<file path="src/source/axi_bridge_cfg.svh">
`ifndef AXI_BRIDGE_CFG_SVH
`define AXI_BRIDGE_CFG_SVH

// bus geometry
`define AXI_ADDR_W 32
`define AXI_DATA_W 32

// one cache line is a four-beat burst
`define LINE_BEATS 4
`define LINE_W 128

// AXI size code for 4-byte beats
`define AXI_SIZE_WORD 3'b010

// AXI len code of a line burst, beats minus one
`define BURST_LEN 8'd3

// reset values
`define BRIDGE_RST_STATE IDLE
`define BEAT_RST_IDX 2'd0

`endif

</file>
<file path="src/source/axi_bus_pkg.sv">
`default_nettype none

`include "axi_bridge_cfg.svh"

package axi_bus_pkg;

    typedef logic [`AXI_ADDR_W-1:0] addr_t;
    typedef logic [`AXI_DATA_W-1:0] word_t;
    typedef logic [`AXI_DATA_W/8-1:0] strb_t;
    typedef logic [7:0] len_t;
    typedef logic [2:0] size_t;

    // read address channel payload
    typedef struct packed {
        addr_t addr;
        len_t  len;
        size_t size;
    } ar_chan_t;

    // write address channel, same fields as AR
    typedef struct packed {
        addr_t addr;
        len_t  len;
        size_t size;
    } aw_chan_t;

    typedef struct packed {
        word_t data;
        strb_t strb;
        logic  last;
    } w_chan_t;

    // response code not carried, the bridge ignores it
    typedef struct packed {
        word_t data;
        logic  last;
    } r_chan_t;

endpackage

`default_nettype wire

</file>
<file path="src/source/cache_req_pkg.sv">
`default_nettype none

`include "axi_bridge_cfg.svh"

package cache_req_pkg;

    import axi_bus_pkg::*;

    typedef logic [`LINE_W-1:0] line_t;
    typedef logic [$clog2(`LINE_BEATS)-1:0] beat_idx_t;

    // one request from the data cache
    typedef struct packed {
        addr_t addr;
        logic  write;
        logic  line;
        strb_t strb;
    } cache_req_t;

    typedef enum logic [2:0] {
        IDLE,
        RD_ADDR,
        RD_DATA,
        WR_ADDR,
        WR_DATA,
        WR_RESP
    } bridge_state_t;

endpackage

`default_nettype wire

</file>
<file path="src/source/bridge_ctrl_fsm.sv">
`default_nettype none

`include "axi_bridge_cfg.svh"

module bridge_ctrl_fsm
    import axi_bus_pkg::*;
    import cache_req_pkg::*;
(
    input  wire             aclk,
    input  wire             aresetn,
    input  wire             req_valid_i,
    input  wire cache_req_t req_i,
    output logic            req_ready_o,
    output logic            arvalid_o,
    input  wire             arready_i,
    output ar_chan_t        ar_o,
    input  wire             rvalid_i,
    input  wire r_chan_t    r_i,
    output logic            rready_o,
    output logic            awvalid_o,
    input  wire             awready_i,
    output aw_chan_t        aw_o,
    output logic            wvalid_o,
    input  wire             wready_i,
    output logic            wlast_o,
    input  wire             bvalid_i,
    output logic            bready_o,
    input  wire             beat_last_i,
    output logic            beat_clear_o,
    output logic            line_load_o,
    output logic            done_o,
    output strb_t           wstrb_o
);

    bridge_state_t state_q;
    addr_t         addr_q;
    len_t          len_q;
    strb_t         strb_q;
    beat_idx_t     w_left_q;
    logic          done_q;
    logic          accept;

    assign req_ready_o = (state_q == IDLE);
    assign accept      = req_valid_i && req_ready_o;

    // request payload, held for the whole transaction
    always_ff @(posedge aclk) begin
        if (accept) begin
            addr_q <= req_i.addr;
            len_q  <= req_i.line ? `BURST_LEN : '0;
            strb_q <= req_i.line ? '1 : req_i.strb;
        end
    end

    always_ff @(posedge aclk) begin
        if (!aresetn) begin
            state_q  <= `BRIDGE_RST_STATE;
            w_left_q <= `BEAT_RST_IDX;
            done_q   <= 1'b0;
        end else begin
            done_q <= 1'b0;
            case (state_q)
                IDLE: begin
                    if (accept) begin
                        state_q <= req_i.write ? WR_ADDR : RD_ADDR;
                    end
                end
                RD_ADDR: begin
                    if (arready_i) begin
                        state_q <= RD_DATA;
                    end
                end
                RD_DATA: begin
                    if (rvalid_i && beat_last_i) begin
                        state_q <= IDLE;
                        done_q  <= 1'b1;
                    end
                end
                WR_ADDR: begin
                    if (awready_i) begin
                        state_q  <= WR_DATA;
                        w_left_q <= beat_idx_t'(len_q);
                    end
                end
                WR_DATA: begin
                    if (wready_i) begin
                        if (wlast_o) begin
                            state_q <= WR_RESP;
                        end else begin
                            w_left_q <= w_left_q - 1'b1;
                        end
                    end
                end
                WR_RESP: begin
                    if (bvalid_i) begin
                        state_q <= IDLE;
                        done_q  <= 1'b1;
                    end
                end
                default: begin
                    state_q <= IDLE;
                end
            endcase
        end
    end

    assign arvalid_o = (state_q == RD_ADDR);
    assign rready_o  = (state_q == RD_DATA);
    assign awvalid_o = (state_q == WR_ADDR);
    assign wvalid_o  = (state_q == WR_DATA);
    assign bready_o  = (state_q == WR_RESP);

    // own count of remaining W beats, checked against the beat counter
    assign wlast_o = wvalid_o && (w_left_q == '0);

    assign ar_o = '{addr: addr_q, len: len_q, size: `AXI_SIZE_WORD};
    assign aw_o = '{addr: addr_q, len: len_q, size: `AXI_SIZE_WORD};

    assign wstrb_o      = strb_q;
    assign beat_clear_o = accept;
    assign line_load_o  = accept && req_i.write;
    assign done_o       = done_q;

    ar_stable_a: assert property (@(posedge aclk) disable iff (!aresetn)
        arvalid_o && !arready_i |=> arvalid_o && $stable(ar_o));

    wlast_match_a: assert property (@(posedge aclk) disable iff (!aresetn)
        (state_q == WR_DATA) && wready_i |-> wlast_o == beat_last_i);

    rlast_match_a: assert property (@(posedge aclk) disable iff (!aresetn)
        rvalid_i && rready_o |-> r_i.last == beat_last_i);

endmodule

`default_nettype wire

</file>
<file path="src/source/beat_counter.sv">
`default_nettype none

`include "axi_bridge_cfg.svh"

module beat_counter
    import axi_bus_pkg::*;
    import cache_req_pkg::*;
(
    input  wire       aclk,
    input  wire       aresetn,
    input  wire       clear_i,
    input  wire       step_i,
    input  wire len_t len_i,
    output beat_idx_t beat_idx_o,
    output logic      beat_last_o
);

    beat_idx_t cnt_q;

    always_ff @(posedge aclk) begin
        if (!aresetn) begin
            cnt_q <= `BEAT_RST_IDX;
        end else if (clear_i) begin
            cnt_q <= `BEAT_RST_IDX;
        end else if (step_i) begin
            cnt_q <= cnt_q + 1'b1;
        end
    end

    assign beat_idx_o = cnt_q;

    // current beat is the last one of the burst
    assign beat_last_o = (len_t'(cnt_q) == len_i);

    // burst overrun, the next step must wait for a new transaction
    no_overrun_a: assert property (@(posedge aclk) disable iff (!aresetn)
        step_i && beat_last_o |=> !step_i throughout clear_i [->1]);

endmodule

`default_nettype wire

</file>
<file path="src/source/write_line_shifter.sv">
`default_nettype none

module write_line_shifter
    import axi_bus_pkg::*;
    import cache_req_pkg::*;
(
    input  wire        aclk,
    input  wire        aresetn,
    input  wire        load_i,
    input  wire line_t line_i,
    input  wire        advance_i,
    output word_t      word_o
);

    localparam int WORD_W = $bits(word_t);

    line_t line_q;

    // word 0 goes out first, the rest moves down one slot per W beat
    always_ff @(posedge aclk) begin
        if (!aresetn) begin
            line_q <= '0;
        end else if (load_i) begin
            line_q <= line_i;
        end else if (advance_i) begin
            line_q <= {{WORD_W{1'b0}}, line_q[$bits(line_t)-1:WORD_W]};
        end
    end

    assign word_o = line_q[WORD_W-1:0];

endmodule

`default_nettype wire

</file>
<file path="src/source/read_line_assembler.sv">
`default_nettype none

module read_line_assembler
    import axi_bus_pkg::*;
    import cache_req_pkg::*;
(
    input  wire            aclk,
    input  wire            aresetn,
    input  wire            clear_i,
    input  wire            beat_valid_i,
    input  wire beat_idx_t beat_idx_i,
    input  wire word_t     data_i,
    output line_t          line_o
);

    localparam int WORD_W = $bits(word_t);

    line_t line_q;

    // slots not written by a single read stay zero
    always_ff @(posedge aclk) begin
        if (!aresetn) begin
            line_q <= '0;
        end else if (clear_i) begin
            line_q <= '0;
        end else if (beat_valid_i) begin
            line_q[beat_idx_i*WORD_W +: WORD_W] <= data_i;
        end
    end

    assign line_o = line_q;

endmodule

`default_nettype wire

</file>
<file path="src/source/axi_bridge_top.sv">
`default_nettype none

module axi_bridge_top
    import axi_bus_pkg::*;
    import cache_req_pkg::*;
(
    input  wire             aclk,
    input  wire             aresetn,
    input  wire             req_valid_i,
    input  wire cache_req_t req_i,
    input  wire line_t      wr_line_i,
    output wire             req_ready_o,
    output wire             done_o,
    output wire line_t      rd_line_o,
    output wire ar_chan_t   ar_o,
    output wire             arvalid_o,
    input  wire             arready_i,
    input  wire r_chan_t    r_i,
    input  wire             rvalid_i,
    output wire             rready_o,
    output wire aw_chan_t   aw_o,
    output wire             awvalid_o,
    input  wire             awready_i,
    output wire w_chan_t    w_o,
    output wire             wvalid_o,
    input  wire             wready_i,
    input  wire             bvalid_i,
    output wire             bready_o
);

    wire            beat_last;
    wire            beat_clear;
    wire            line_load;
    wire beat_idx_t beat_idx;
    wire            w_fire = wvalid_o && wready_i;
    wire            r_fire = rvalid_i && rready_o;

    bridge_ctrl_fsm bridge_ctrl_fsm_inst (
        .aclk         (aclk),
        .aresetn      (aresetn),
        .req_valid_i  (req_valid_i),
        .req_i        (req_i),
        .req_ready_o  (req_ready_o),
        .arvalid_o    (arvalid_o),
        .arready_i    (arready_i),
        .ar_o         (ar_o),
        .rvalid_i     (rvalid_i),
        .r_i          (r_i),
        .rready_o     (rready_o),
        .awvalid_o    (awvalid_o),
        .awready_i    (awready_i),
        .aw_o         (aw_o),
        .wvalid_o     (wvalid_o),
        .wready_i     (wready_i),
        .wlast_o      (w_o.last),
        .bvalid_i     (bvalid_i),
        .bready_o     (bready_o),
        .beat_last_i  (beat_last),
        .beat_clear_o (beat_clear),
        .line_load_o  (line_load),
        .done_o       (done_o),
        .wstrb_o      (w_o.strb)
    );

    // one counter serves both directions, only one burst is in flight
    beat_counter beat_counter_inst (
        .aclk        (aclk),
        .aresetn     (aresetn),
        .clear_i     (beat_clear),
        .step_i      (w_fire || r_fire),
        .len_i       (ar_o.len),
        .beat_idx_o  (beat_idx),
        .beat_last_o (beat_last)
    );

    write_line_shifter write_line_shifter_inst (
        .aclk      (aclk),
        .aresetn   (aresetn),
        .load_i    (line_load),
        .line_i    (wr_line_i),
        .advance_i (w_fire),
        .word_o    (w_o.data)
    );

    read_line_assembler read_line_assembler_inst (
        .aclk         (aclk),
        .aresetn      (aresetn),
        .clear_i      (beat_clear),
        .beat_valid_i (r_fire),
        .beat_idx_i   (beat_idx),
        .data_i       (r_i.data),
        .line_o       (rd_line_o)
    );

endmodule

`default_nettype wire

</file>
<file path="config.mk">
export PLATFORM = sky130hd
export DESIGN_NAME = axi_bridge_top
export DESIGN_NICKNAME = d
export VERILOG_FILES = /design/src/source/axi_bus_pkg.sv /design/src/source/cache_req_pkg.sv /design/src/source/bridge_ctrl_fsm.sv /design/src/source/beat_counter.sv /design/src/source/write_line_shifter.sv /design/src/source/read_line_assembler.sv /design/src/source/axi_bridge_top.sv
export VERILOG_INCLUDE_DIRS = /design/src /design/src/source
export SDC_FILE = /design/constraint.sdc
export NUM_CORES = 1
export LEC_CHECK = 0
export ABC_AREA = 1
export ABC_CLOCK_PERIOD_IN_PS = 2700
export BUFFER_PORTS_ARGS = -buffer_cell sky130_fd_sc_hd__buf_4
export CAP_MARGIN = 20
export CORE_AREA = 2 2 180 182
export DETAILED_ROUTE_END_ITERATION = 8
export DIE_AREA = 0 0 182 184
export PLACE_DENSITY = 0.69
export SLEW_MARGIN = 40
export SYNTH_ARGS = -nofsm -noshare
export SYNTH_HDL_FRONTEND = slang
export SYNTH_SLANG_ARGS = --single-unit
</file>
<file path="constraint.sdc">
create_clock -name aclk -period 2.7 [get_ports aclk]
set_input_delay 0.54 -clock aclk [delete_from_list [all_inputs] [get_ports aclk]]
set_output_delay 0.54 -clock aclk [all_outputs]
set_load 0.1 [all_outputs]
</file>
Word level (Yosys, flattened, before mapping)
Index checks and enable logic that the tools add are counted.

storage, ports and cells
  bits in registers = 308
  input port bits = 207
  output and inout bits = 258
  logic and storage cells = 63

cells by class
  add/sub/neg operators = 3
  equality and inequality tests = 14
  shifts and indexed selects = 2
  muxes and demuxes = 20
  bitwise operators = 1
  reduce and logical (&&, ||, !) cells = 14

operators with widths
  kind                                                      number
  two-way mux 128 bit                                       2
  bitwise mux 128 bit                                       1
  variable shift 32 x 34 -> 128 bit (first input constant)  1
  indexed part select 32 x 34 -> 128 bit                    1
  negator 7 -> 34 bit                                       1
  two-way mux 3 bit                                         7
  case mux 3 bit (6 select lines)                           1
  two-way mux 2 bit                                         5
  inequality test 2 x 1 -> 1 bit (second input constant)    5
  == test 2 x 8 -> 1 bit                                    1
  AND reduction 7 bit                                       1
  == test 3 x 2 -> 1 bit (second input constant)            2
  == test 3 bit (second input constant)                     2
  logical AND 1 bit                                         6
  inequality test 2 bit (second input constant)             3
  case mux 2 bit (2 select lines)                           1
  AND reduction 4 bit                                       1
  nonzero test 2 bit                                        2
  == test 3 x 1 -> 1 bit (second input constant)            1
  zero test 3 bit                                           1
  adder 2 x 1 -> 2 bit (second input constant)              1
  zero test 2 bit                                           1
  two-way mux 1 bit                                         2
  case mux 1 bit (2 select lines)                           1
  other kinds (4)                                           4

Logic depth before layout (Yosys ltp)
Gate-level depths: netlist of the first run.

  depth in word-level cells = 5
  depth in mapped cells = 12

Cells and area by module
A second synthesis of the first run with hierarchy kept.

second synthesis, totals
  cell total of the unflattened synthesis = 1,917
  area total of the unflattened synthesis = 13,429.1 um^2

by module, submodules not included
  module               instances  cells an instance  area each (um^2)  sequential area each (um^2)
  write_line_shifter   1          962                6,097.1           2,562.5
  read_line_assembler  1          745                5,119.9           2,562.5
  bridge_ctrl_fsm      1          174                2,033.2           1,231.2
  beat_counter         1          31                 160.2             40.0
  axi_bridge_top       1          5                  18.8              0.0

Worst setup path before layout of the first run
OpenSTA, ideal clock, no wires.

  path type = register -> register
  start point = register bridge_ctrl_fsm_inst.state_q[0]
  end point = register bridge_ctrl_fsm_inst.state_q[0]
  setup time = 0.113 ns
  data arrival time = 2.425 ns
  required time = 2.587 ns
  slack = 0.161 ns
  cell stages (with the launch flop) = 11
  clock period less this slack = 2.539 ns
  cells stage by stage = dfxtp_1 buf_2 nand2_1 nor2_1 nand2_1 nand2_1 nor2_1 nand3_1 nand2_1 nand2_1 nor2_1

RTL lines
  what                             RTL line               source
  start: declaration               bridge_ctrl_fsm.sv:35  bridge_state_t state_q;
  start signal: assignment         bridge_ctrl_fsm.sv:57  state_q <= `BRIDGE_RST_STATE;
  start signal: assignment         bridge_ctrl_fsm.sv:65  state_q <= req_i.write ? WR_ADDR : RD_ADDR;
  == test 3 bit (*)                -
  named net bready_o               axi_bridge_top.sv:28   output wire bready_o
  inequality test 2 bit (no line)  -
  AND reduction 7 bit (no line)    -

Mark *: on every way through the listed nets, which the timed path passes. The rest lies on a longest branch.
A chain may end at the register's enable or synchronous reset.

==> metrics.txt, run 1 <==
status=completed; ys flop type=dfxtp_1; DR vias/cell=between 5 and 6; fmax=around 430 MHz; Synth Instances=roughly 1.5k; storage element area=about 6400 µm²; multi-input logic area=~4800 µm²; CTS root buf=clkbuf_16; post-synthesis async set-or-reset flop share=0; Critical R2R Launch=beat_counter_inst.beat_idx_o[1]$_SDFFE_PP0P_; leakage=6.77 nW; skew final=around 0.014 ns; Final ANT Viol Nets=0; first-pass GRT wire length=a little over 60 mm; mean cell area of the mapped netlist=approximately 8.1 µm²; Die Y=~180 µm; worst vdd ir=0.637 mV; Crit. End Element=output pin; CP arrival=1.79 ns; sequential element share of the synthesized area=0.512; final wirelength=40.1 mm; total power per unit cell area=968 nW/µm²; TritonCTS Buffers=34; # setup viols final=0; Starting DRT DRC Count=between 800 and 900; port bufs=about 450; drt wl/cell=17.5 µm; num ports=465; vias in the first global route=around 11k; CP Capture Point=w_o[0]; share of cells above drive strength 1=0.294; full die area=about 33000 µm²; Initial Utilization=0.398; CTS Hold Bufs=0; diode count=0; Placer Congestion=0.892; FF-to-FF End=read_line_assembler_inst.line_o[122]$_SDFFE_PP0P_; largest net degree at the start of global routing=84; Final Critical Period=about 2.3 ns; detailed placement HPWL=approximately 28 mm; TritonRoute pass-1 iters=5; max-slew violation count=0; nets@finish=between 2k and 2.5k; Post-synth EDFFs=37; Crit Path Class=register to output pin; gr usage total=0.228; Yosys top cell area share=0.423; CTS Sinks=~300; reg2reg path depth=8; r2r setup slk=slightly above 0.5 ns; via count=11.9k; Seq cells post-synth=approximately 300; critical path startpoint=bridge_ctrl_fsm_inst.state_q[0]$_SDFFE_PN0P_; Hold Path Class=input pin to register; CP required=around 2.2 ns; clk buf depth=3; Worst setup SP type=register; clock-pin transition on the worst setup and hold timing paths=approximately 0.060 ns; count of cell types in the netlist=26; Synth area leader=dfxtp_1; PostCTS Resize Cnt=0; mapped cell area=between 10000 and 15000 µm²; initial antenna violation count=0; RSZ-0062 raised after global routing=no; Area contributors post-synth=dfxtp_1 (42%), nand2_1 (14%), edfxtp_1 (8.9%), a21oi_1 (5.9%), buf_4 (5.3%); relative slew slack=0.600; post-route setup TNS=0 ns; Finished Cell Area=approximately 17000 µm²; final hold vios=0; Synth warnings=0; post-CTS setup buffer count=0; Syn-to-layout area delta=33.4%; drc violations=0; max_cap viols=0; CTS tree=yes; Clock Latency Late Sink=0.51 ns; fill count=2901; core footprint=31400 µm²; dpl cell area=around 16000 µm²; Die W=approximately 180 µm; row cnt=65; crit share post-route=0.864; worst slew pin tran=approximately 0.6 ns; GRT Residual Overflow=0; CP max FO=8; H-tree depth=2
==> metrics by stage <==
stage               hold WS (ns)  instances  power, mW  setup slack (ns)   util
floorplan                  0.440       1554       10.3             0.161      -
global placement           0.448       2229       11.6             0.614  0.495
detailed placement         0.453       2229       11.6             0.577  0.495
CTS                        0.180       2289       16.2             0.352  0.531
global route               0.184       2289       16.8             0.263  0.531
finish                     0.203       2289       16.2             0.368  0.531
==> cell families (layout without fill, tap and decap cells) <==
logic type,Yosys count,after routing,synth area share
AO/OA/AOI/OAI,313,313,0.142
adder cells (fa/ha/maj),6,6,0.00600
buffers and inverters,237,570,0.112
flip-flops,301,301,0.512
other,2,18,0.000601
AND/OR/NAND/NOR,679,679,0.228
==> worst min path at each step <==
stage,end,slack [ns],depth (start not counted),from
6_report,bridge_ctrl_fsm_inst.addr_q[24]$_DFFE_PP_,0.20,1,req_i[30]
4_1_cts,bridge_ctrl_fsm_inst.addr_q[24]$_DFFE_PP_,0.18,1,req_i[30]
3_5_place_dp,write_line_shifter_inst.line_q[107]$_SDFFE_PN0P_,0.45,2,write_line_shifter_inst.line_q[107]$_SDFFE_PN0P_
2_1_floorplan,write_line_shifter_inst.line_q[100]$_SDFFE_PN0P_,0.44,2,write_line_shifter_inst.line_q[100]$_SDFFE_PN0P_
5_1_grt,bridge_ctrl_fsm_inst.addr_q[30]$_DFFE_PP_,0.18,1,req_i[36]
3_3_place_gp,write_line_shifter_inst.line_q[106]$_SDFFE_PN0P_,0.45,2,write_line_shifter_inst.line_q[106]$_SDFFE_PN0P_
==> routing by layer <==
layer | vias up | part of all wire | global-route usage
li1 | 5729 | - | -
met1 | 5564 | 0.42 | 0.301
met2 | 534 | 0.46 | 0.361
met3 | 76 | 0.091 | 0.0559
met4 | 0 | 0.033 | 0.0829
met5 | - | 0 | 0
==> Yosys cell counts (6+ instances only) <==
| cell type | number |
|---|---|
| o21ai_0 | 52 |
| nand3_1 | 87 |
| o211a_1 | 18 |
| nand2_1 | 477 |
| a31oi_1 | 96 |
| ha_1 | 6 |
| nand4_1 | 53 |
| buf_2 | 47 |
| clkbuf_1 | 53 |
| dfxtp_1 | 264 |
| a21oi_1 | 147 |
| buf_4 | 89 |
| inv_1 | 24 |
| edfxtp_1 | 37 |
| buf_6 | 15 |
| nor2_1 | 49 |
==> layout make-up <==
cell class | count | area share
sequential | 301 | 0.384
clock inverter | 11 | 0.00803
multi-input combinational | 1016 | 0.287
timing repair buffer | 481 | 0.226
clock buffer | 49 | 0.0593
inverter | 29 | 0.00683
tap | 402 | 0.0302
==> worst max-delay path, stage by stage, from the launching register on <==
cell and delay, ns:
dfxtp_1 0.42, nor2_4 0.24, nand2_2 0.13, nor2_1 0.17, buf_4 0.32
==> cell usage in the layout, fill, tap and decap left out, types with 12 or more instances in the layout <==
master / synthesis / routed
nand3_1: 87 / 87
o211a_1: 18 / 18
a31oi_1: 96 / 96
clkbuf_16: 0 / 35
edfxtp_1: 37 / 37
nand2_1: 477 / 476
a21oi_1: 147 / 147
conb_1: 2 / 18
inv_1: 24 / 21
buf_12: 0 / 12
buf_4: 89 / 469
o21ai_0: 52 / 52
dfxtp_1: 264 / 263
nor2_1: 49 / 49
nand4_1: 53 / 53
==> where the power goes <==
part	leakage [nW]	internal, mW	switching, mW
Sequential	2.48	5.02	0.280
Clock	0.550	2.75	1.84
Combinational	3.74	1.33	4.93
==> sequential cells by signal, indices dropped and copies added, names as in the netlist <==
register,flops
bridge_ctrl_fsm_inst.addr_q,32
bridge_ctrl_fsm_inst.len_q,1
bridge_ctrl_fsm_inst.w_left_q,2
bridge_ctrl_fsm_inst.state_q,3
beat_counter_inst.beat_idx_o,2
write_line_shifter_inst.line_q,128
bridge_ctrl_fsm_inst.done_o,1
bridge_ctrl_fsm_inst.wstrb_o,4
read_line_assembler_inst.line_o,128
Note: power is estimated with default switching activity, not from simulation.
==> run 2: changes to the inputs <==
--- a/config.mk
+++ b/config.mk
@@ -7,14 +7,14 @@
 export NUM_CORES = 1
 export LEC_CHECK = 0
 export ABC_AREA = 1
-export ABC_CLOCK_PERIOD_IN_PS = 2700
+export ABC_CLOCK_PERIOD_IN_PS = 2900
 export BUFFER_PORTS_ARGS = -buffer_cell sky130_fd_sc_hd__buf_4
 export CAP_MARGIN = 20
-export CORE_AREA = 2 2 180 182
+export CORE_AREA = 2 2 182 184
 export DETAILED_ROUTE_END_ITERATION = 8
-export DIE_AREA = 0 0 182 184
-export PLACE_DENSITY = 0.69
-export SLEW_MARGIN = 40
+export DIE_AREA = 0 0 184 186
+export PLACE_DENSITY = 0.65
+export SLEW_MARGIN = 5
 export SYNTH_ARGS = -nofsm -noshare
 export SYNTH_HDL_FRONTEND = slang
 export SYNTH_SLANG_ARGS = --single-unit
==> constraint.sdc (replaced) <==
create_clock -name aclk -period 2.9 [get_ports aclk]
set_input_delay 0.58 -clock aclk [delete_from_list [all_inputs] [get_ports aclk]]
set_output_delay 0.58 -clock aclk [all_outputs]
set_load 0.1 [all_outputs]
==> run 2 against run 1 <==
Effect of this change: via count is 1.4% lower; setup slack better by 0.25 ns; sequential share of layout area hardly changed; power is 6.4% lower; cell area hardly changed; final cell count is 0.35% higher; sequential power is 7.0% lower; non-clock buffer count is 2 lower; register-to-register slack better by 0.13 ns.
==> metrics.txt, run 2 (synthesized netlist as in run 1, its figures left out) <==
relative slew slack=0.562 (-0.0384); Switch Pwr=6.59 mW (-6.4%); detailed placement HPWL=28.2 mm (-0.21%); gr usage total=0.225 (-0.00257); reg2reg path depth=8 (unchanged); CTS tree=yes; full die area=34200 µm² (+2.2%); TritonCTS Buffers=35 (+2.9%); sequential power share=0.326 (-0.002); core footprint=32200 µm² (+2.6%); via count=11.7k (-1.4%); clk buf depth=3 (unchanged); nets@finish=2075 (-0.048%); storage element area=6400 µm² (unchanged); DR vias/cell=5.11 (-1.7%); critical path startpoint=bridge_ctrl_fsm_inst.state_q[0]$_SDFFE_PN0P_; CP Capture Point=w_o[0]; Clock Latency Late Sink=0.51 ns (about the same); combinational share of power=0.384 (-0.004); worst vdd ir=0.589 mV (-7.7%); setup ws final=0.615 ns (+0.246 ns); share of cells above drive strength 1=0.294 (+0.000374); CP arrival=1.71 ns (-0.08 ns); PostCTS Resize Cnt=0 (unchanged); total power per unit cell area=906 nW/µm² (-6.4%); pre-CTS setup slack=0.682 ns (+0.104 ns); fill count=3099 (+6.8%); CTS Sinks=301 (unchanged); H-tree depth=2 (unchanged); port bufs=445 (unchanged); CTS Hold Bufs=0 (unchanged); initial antenna violation count=0 (unchanged); Syn-to-layout area delta=33.4% (about the same); Finished Cell Area=16700 µm² (about the same); status=completed; RSZ-0062 raised after global routing=no; post-CTS setup buffer count=0 (unchanged); CTS root buf=clkbuf_16; Hold Path Class=input pin to register; commonest non-fill, non-tap cells in the layout=nand2_1 (476), buf_4 (469), dfxtp_1 (263); final wirelength=40.4 mm (+0.86%); # setup viols final=0 (unchanged); Worst setup SP type=register; num ports=465 (unchanged); largest net degree at the start of global routing=97 (+15%); Die W=184 µm (+1.1%); GRT Residual Overflow=0 (unchanged); switching part of the total=0.436 (about the same); Final Critical Period=~2.3 ns; final hold vios=0 (unchanged); fmax=about 440 MHz; Crit Path Class=register to output pin; crit share post-route=0.788; TritonRoute pass-1 iters=5 (unchanged); Pwr Total=15.1 mW (-6.4%); multi-input logic area=4780 µm² (unchanged); leakage=6.77 nW (about the same); CP max FO=8 (unchanged); max-slew violation count=0 (unchanged); Initial Utilization=0.388 (-0.0101); r2r setup slk=0.64 ns (+0.13 ns); drt wl/cell=17.6 µm (+0.51%); Die Y=186 µm (+1.1%); most common cell after layout, fill and taps aside=nand2_1; clock-pin transition on the worst setup and hold timing paths=0.06 ns (about the same); first-pass GRT wire length=61.1 mm (-0.27%); Starting DRT DRC Count=1080 (+21%); FF-to-FF End=read_line_assembler_inst.line_o[126]$_SDFFE_PP0P_; Core Util, Final=0.518 (-0.0135); Placer Congestion=0.840 (-5.8%); drc violations=0 (unchanged); row cnt=66 (+1.5%); max_cap viols=0 (unchanged); power share of the clock group=0.290 (+0.006); Crit. End Element=output pin; worst slew pin tran=0.658 ns (+0.0576 ns); CP required=2.32 ns (+0.16 ns); skew final=0.0136 ns (-0.0000686 ns); Final ANT Viol Nets=0 (unchanged); Int Pwr=8.52 mW (-6.5%); post-route setup TNS=0 ns (unchanged); vias in the first global route=11.0k (-0.34%); dpl cell area=15500 µm² (-0.21%); Critical R2R Launch=beat_counter_inst.beat_idx_o[1]$_SDFFE_PP0P_
[run 2: power by group through the flow]
stage | clock network [mW] | registers [mW] | logic, mW
after floorplan | 0 | 6.01 | 3.58
after CTS | 4.49 | 4.93 | 5.80
final | 4.38 | 4.93 | 5.80
after detailed placement | 0 | 5.02 | 5.79
after global routing | 4.66 | 4.98 | 6.11
after global placement | 0 | 5.01 | 5.75
[run 2: how the worst min path moves through the flow]
stage	from	cells after the start	slack, ns	end
6_report	req_i[24]	1	0.25	bridge_ctrl_fsm_inst.addr_q[18]$_DFFE_PP_
5_1_grt	req_i[24]	1	0.22	bridge_ctrl_fsm_inst.addr_q[18]$_DFFE_PP_
4_1_cts	req_i[24]	1	0.22	bridge_ctrl_fsm_inst.addr_q[18]$_DFFE_PP_
3_5_place_dp	read_line_assembler_inst.line_o[123]$_SDFFE_PP0P_	2	0.45	read_line_assembler_inst.line_o[123]$_SDFFE_PP0P_
3_3_place_gp	write_line_shifter_inst.line_q[121]$_SDFFE_PN0P_	2	0.45	write_line_shifter_inst.line_q[121]$_SDFFE_PN0P_
2_1_floorplan	write_line_shifter_inst.line_q[100]$_SDFFE_PN0P_	2	0.44	write_line_shifter_inst.line_q[100]$_SDFFE_PN0P_
[run 2: through the flow]
| stage | hold WS [ns] | cells |
|---|---|---|
| 2_1_floorplan | 0.440 | 1554 |
| 3_3_place_gp | 0.448 | 2233 |
| 4_1_cts | 0.221 | 2296 |
| 5_1_grt | 0.219 | 2296 |
| 6_report | 0.248 | 2297 |
| 3_5_place_dp | 0.454 | 2233 |
[run 2: critical path, cell delays in order (launching register included)]
cell and delay (ns):
dfxtp_1 0.42, nor2_4 0.23, nand2_2 0.13, nor2_1 0.12, buf_4 0.30
[run 2: routing by layer]
| layer | track usage | routed length, µm | vias to the layer above |
|---|---|---|---|
| met3 | 0.0628 | 3540 | 59 |
| met4 | 0.0682 | 943 | 0 |
| met1 | 0.298 | 17300 | 5509 |
| met5 | 0 | 0 | - |
| met2 | 0.357 | 18600 | 428 |
| li1 | - | - | 5743 |
[run 2: layout make-up]
| class | instances | area share |
|---|---|---|
| diodes | 1 | 0.000150 |
| clock buffers | 51 | 0.0604 |
| clock inverters | 12 | 0.00863 |
| inverters | 29 | 0.00683 |
| multi-input cells | 1016 | 0.287 |
| flip-flops and latches | 301 | 0.384 |
| well taps | 408 | 0.0306 |
| repair buffers | 479 | 0.223 |
==> run 3: changes to the inputs <==
--- a/config.mk
+++ b/config.mk
@@ -7,13 +7,13 @@
 export NUM_CORES = 1
 export LEC_CHECK = 0
 export ABC_AREA = 1
-export ABC_CLOCK_PERIOD_IN_PS = 2900
+export ABC_CLOCK_PERIOD_IN_PS = 2200
 export BUFFER_PORTS_ARGS = -buffer_cell sky130_fd_sc_hd__buf_4
 export CAP_MARGIN = 20
-export CORE_AREA = 2 2 182 184
+export CORE_AREA = 2 2 181 183
 export DETAILED_ROUTE_END_ITERATION = 8
-export DIE_AREA = 0 0 184 186
-export PLACE_DENSITY = 0.65
+export DIE_AREA = 0 0 183 185
+export PLACE_DENSITY = 0.66
 export SLEW_MARGIN = 5
 export SYNTH_ARGS = -nofsm -noshare
 export SYNTH_HDL_FRONTEND = slang
==> constraint.sdc (replaced) <==
create_clock -name aclk -period 2.2 [get_ports aclk]
set_input_delay 0.44 -clock aclk [delete_from_list [all_inputs] [get_ports aclk]]
set_output_delay 0.44 -clock aclk [all_outputs]
set_load 0.1 [all_outputs]
==> run 3 against run 2 <==
Effect of this change: critical endpoint unchanged; sequential share of layout area shrank 0.31 points; count of clock-buffer cells in the layout down 1; first-iteration DRC count is 28% lower; utilization grew 0.72 points; setup slack got worse by 0.49 ns; critical path depth stayed put; wire length up 1.1%; via count increased by 0.89%; die area decreased by 1.1%; clock power increased by 30%; largest cell class unchanged; combinational power up 36%.
==> metrics.txt, run 3 (synthesized netlist as in run 1, its figures left out) <==
status=completed; power share of the clock group=0.284 (-0.006); FF-to-FF End=read_line_assembler_inst.line_o[34]$_SDFFE_PP0P_; Critical R2R Launch=beat_counter_inst.beat_idx_o[0]$_SDFFE_PP0P_; relative slew slack=0.592 (+0.0307); DR vias/cell=5.14 (+0.58%); most common cell after layout, fill and taps aside=nand2_1; CTS root buf=clkbuf_16; worst vdd ir=0.920 mV (+56%); leakage=6.82 nW (+0.74%); commonest non-fill, non-tap cells in the layout=nand2_1 (475), buf_4 (471), dfxtp_1 (261); fill count=3099 (unchanged); switching part of the total=0.437 (about the same); num ports=465 (unchanged); worst slew pin tran=0.612 ns (-0.0460 ns); sequential power share=0.325 (about the same); CTS tree=yes; CP max FO=8 (unchanged); Worst setup SP type=register; max_cap viols=0 (unchanged); gr usage total=0.228 (+0.00337); share of cells above drive strength 1=0.303 (+0.00825); pre-CTS setup slack=-0.0217 ns (-0.703 ns); Placer Congestion=0.856 (+1.9%); nets@finish=2083 (+0.39%); full die area=33900 µm² (-1.1%); hold path startpoint=req_i[15]; Final Critical Period=a little over 2 ns; CP required=1.76 ns (-0.56 ns); max-slew violation count=0 (unchanged); Initial Utilization=0.390 (+0.00200); Final ANT Viol Nets=0 (unchanged); drt wl/cell=17.7 µm (+0.77%); Syn-to-layout area delta=34.5%; post-CTS setup buffer count=0 (unchanged); via count=11.8k (+0.89%); GRT Residual Overflow=0 (unchanged); CTS Sinks=301 (unchanged); diode count=0 (-1); final hold vios=0 (unchanged); port bufs=445 (unchanged); Die Y=185 µm (-0.54%); Die W=183 µm (-0.54%); first-pass GRT wire length=61.5 mm (+0.58%); total power per unit cell area=1190 nW/µm² (+32%); fmax=481 MHz; r2r setup slk=0.25 ns (-0.39 ns); Pwr Total=20.1 mW (+33%); TritonCTS Buffers=34 (-2.9%); skew final=0.0123 ns (-0.00122 ns); hold endpoint=bridge_ctrl_fsm_inst.addr_q[9]$_DFFE_PP_; CTS Hold Bufs=0 (unchanged); drc violations=0 (unchanged); H-tree depth=2 (unchanged); reg2reg path depth=7 (-1); Crit. End Element=output pin; initial antenna violation count=1 (+1); setup ws final=0.122 ns (-0.493 ns); Finished Cell Area=16800 µm² (+0.86%); clk buf depth=3 (unchanged); largest net degree at the start of global routing=97 (unchanged); combinational share of power=0.391 (+0.007); Core Util, Final=0.525 (+0.00716); final wirelength=40.8 mm (+1.1%); Int Pwr=11.3 mW (+33%); # setup viols final=0 (unchanged); dpl cell area=15700 µm² (+0.97%); Hold Path Class=input pin to register; TritonRoute pass-1 iters=5 (unchanged); row cnt=66 (unchanged); Crit Path Class=register to output pin; Switch Pwr=8.76 mW (+33%); detailed placement HPWL=29.0 mm (+2.5%); CP arrival=1.64 ns (-0.07 ns); crit share post-route=0.945; hold slack final=0.101 ns (-0.146 ns); hold path cells=1 (unchanged); clock-pin transition on the worst setup and hold timing paths=0.06 ns (about the same); Clock Latency Late Sink=0.51 ns (about the same); core footprint=32000 µm² (-0.51%); vias in the first global route=11.0k (+0.60%); RSZ-0062 raised after global routing=no; Starting DRT DRC Count=774 (-28%)
-- run 3: cell types whose count changed in the layout (fill, tap and decap cells not counted), sizes merged --
cell / change
clkinv: -1
inv: -1
diode: -1
buf: +9
clkinvlp: +3
clkbuf: -1
bufinv: -1
-- run 3: worst max-delay path by stage --
stage                                                   endpoint  depth (start not counted)  slack [ns]                                    startpoint
2_1_floorplan   read_line_assembler_inst.line_o[10]$_SDFFE_PP0P_                         10       -0.06  beat_counter_inst.beat_idx_o[0]$_SDFFE_PP0P_
3_3_place_gp    read_line_assembler_inst.line_o[96]$_SDFFE_PP0P_                          7        0.04  beat_counter_inst.beat_idx_o[0]$_SDFFE_PP0P_
3_5_place_dp   read_line_assembler_inst.line_o[122]$_SDFFE_PP0P_                          7       -0.02  beat_counter_inst.beat_idx_o[0]$_SDFFE_PP0P_
4_1_cts                                                   w_o[0]                          4        0.07  bridge_ctrl_fsm_inst.state_q[0]$_SDFFE_PN0P_
5_1_grt         read_line_assembler_inst.line_o[34]$_SDFFE_PP0P_                          7        0.01  beat_counter_inst.beat_idx_o[0]$_SDFFE_PP0P_
6_report                                                  w_o[0]                          4        0.12  bridge_ctrl_fsm_inst.state_q[0]$_SDFFE_PN0P_
-- run 3: through the flow --
| stage | instances | TNS (ns) |
|---|---|---|
| finish | 2304 | 0 |
| global route | 2304 | 0 |
| CTS | 2304 | 0 |
| detailed placement | 2242 | -0.0799 |
| global placement | 2242 | 0 |
| floorplan | 1554 | -2.33 |
-- run 3: worst max-delay path: stages, from the launching register on --
cell	delay, ns
dfxtp_2	0.38
nor2_4	0.18
nand2_2	0.13
nor2_1	0.17
buf_6	0.26
-- run 3: final cells by class --
class	instances	area [µm²]	share of cell area
sequential	301	6400	0.380
multi-input combinational	1016	4800	0.285
timing repair buffer	488	3860	0.229
clock buffer	50	1020	0.0608
tap	408	510	0.0304
inverter	29	118	0.00699
clock inverter	12	109	0.00647
-- run 3: power by group through the flow --
stage | Clock, mW | Sequential, mW | Combinational [mW]
after floorplan | 0 | 7.92 | 4.79
after global placement | 0 | 6.62 | 7.75
after detailed placement | 0 | 6.63 | 7.83
after CTS | 5.80 | 6.52 | 7.86
after global routing | 6.02 | 6.58 | 8.27
final | 5.69 | 6.52 | 7.86
-- run 3: what timing repair did --
item | 4_1_cts | 5_1_grt
cloned | 0 | 0
pin swaps | 1 | 0
gates resized for setup | 3 | 2
endpoints found under the hold margin | 0 | 0
endpoints found under the setup margin | 15 | 14
-- run 3: routing by layer --
layer,share of wire,vias up,track usage
met5,0.00032,-,0
li1,-,5741,-
met1,0.42,5586,0.291
met4,0.025,2,0.0688
met3,0.097,64,0.0771
met2,0.46,450,0.368
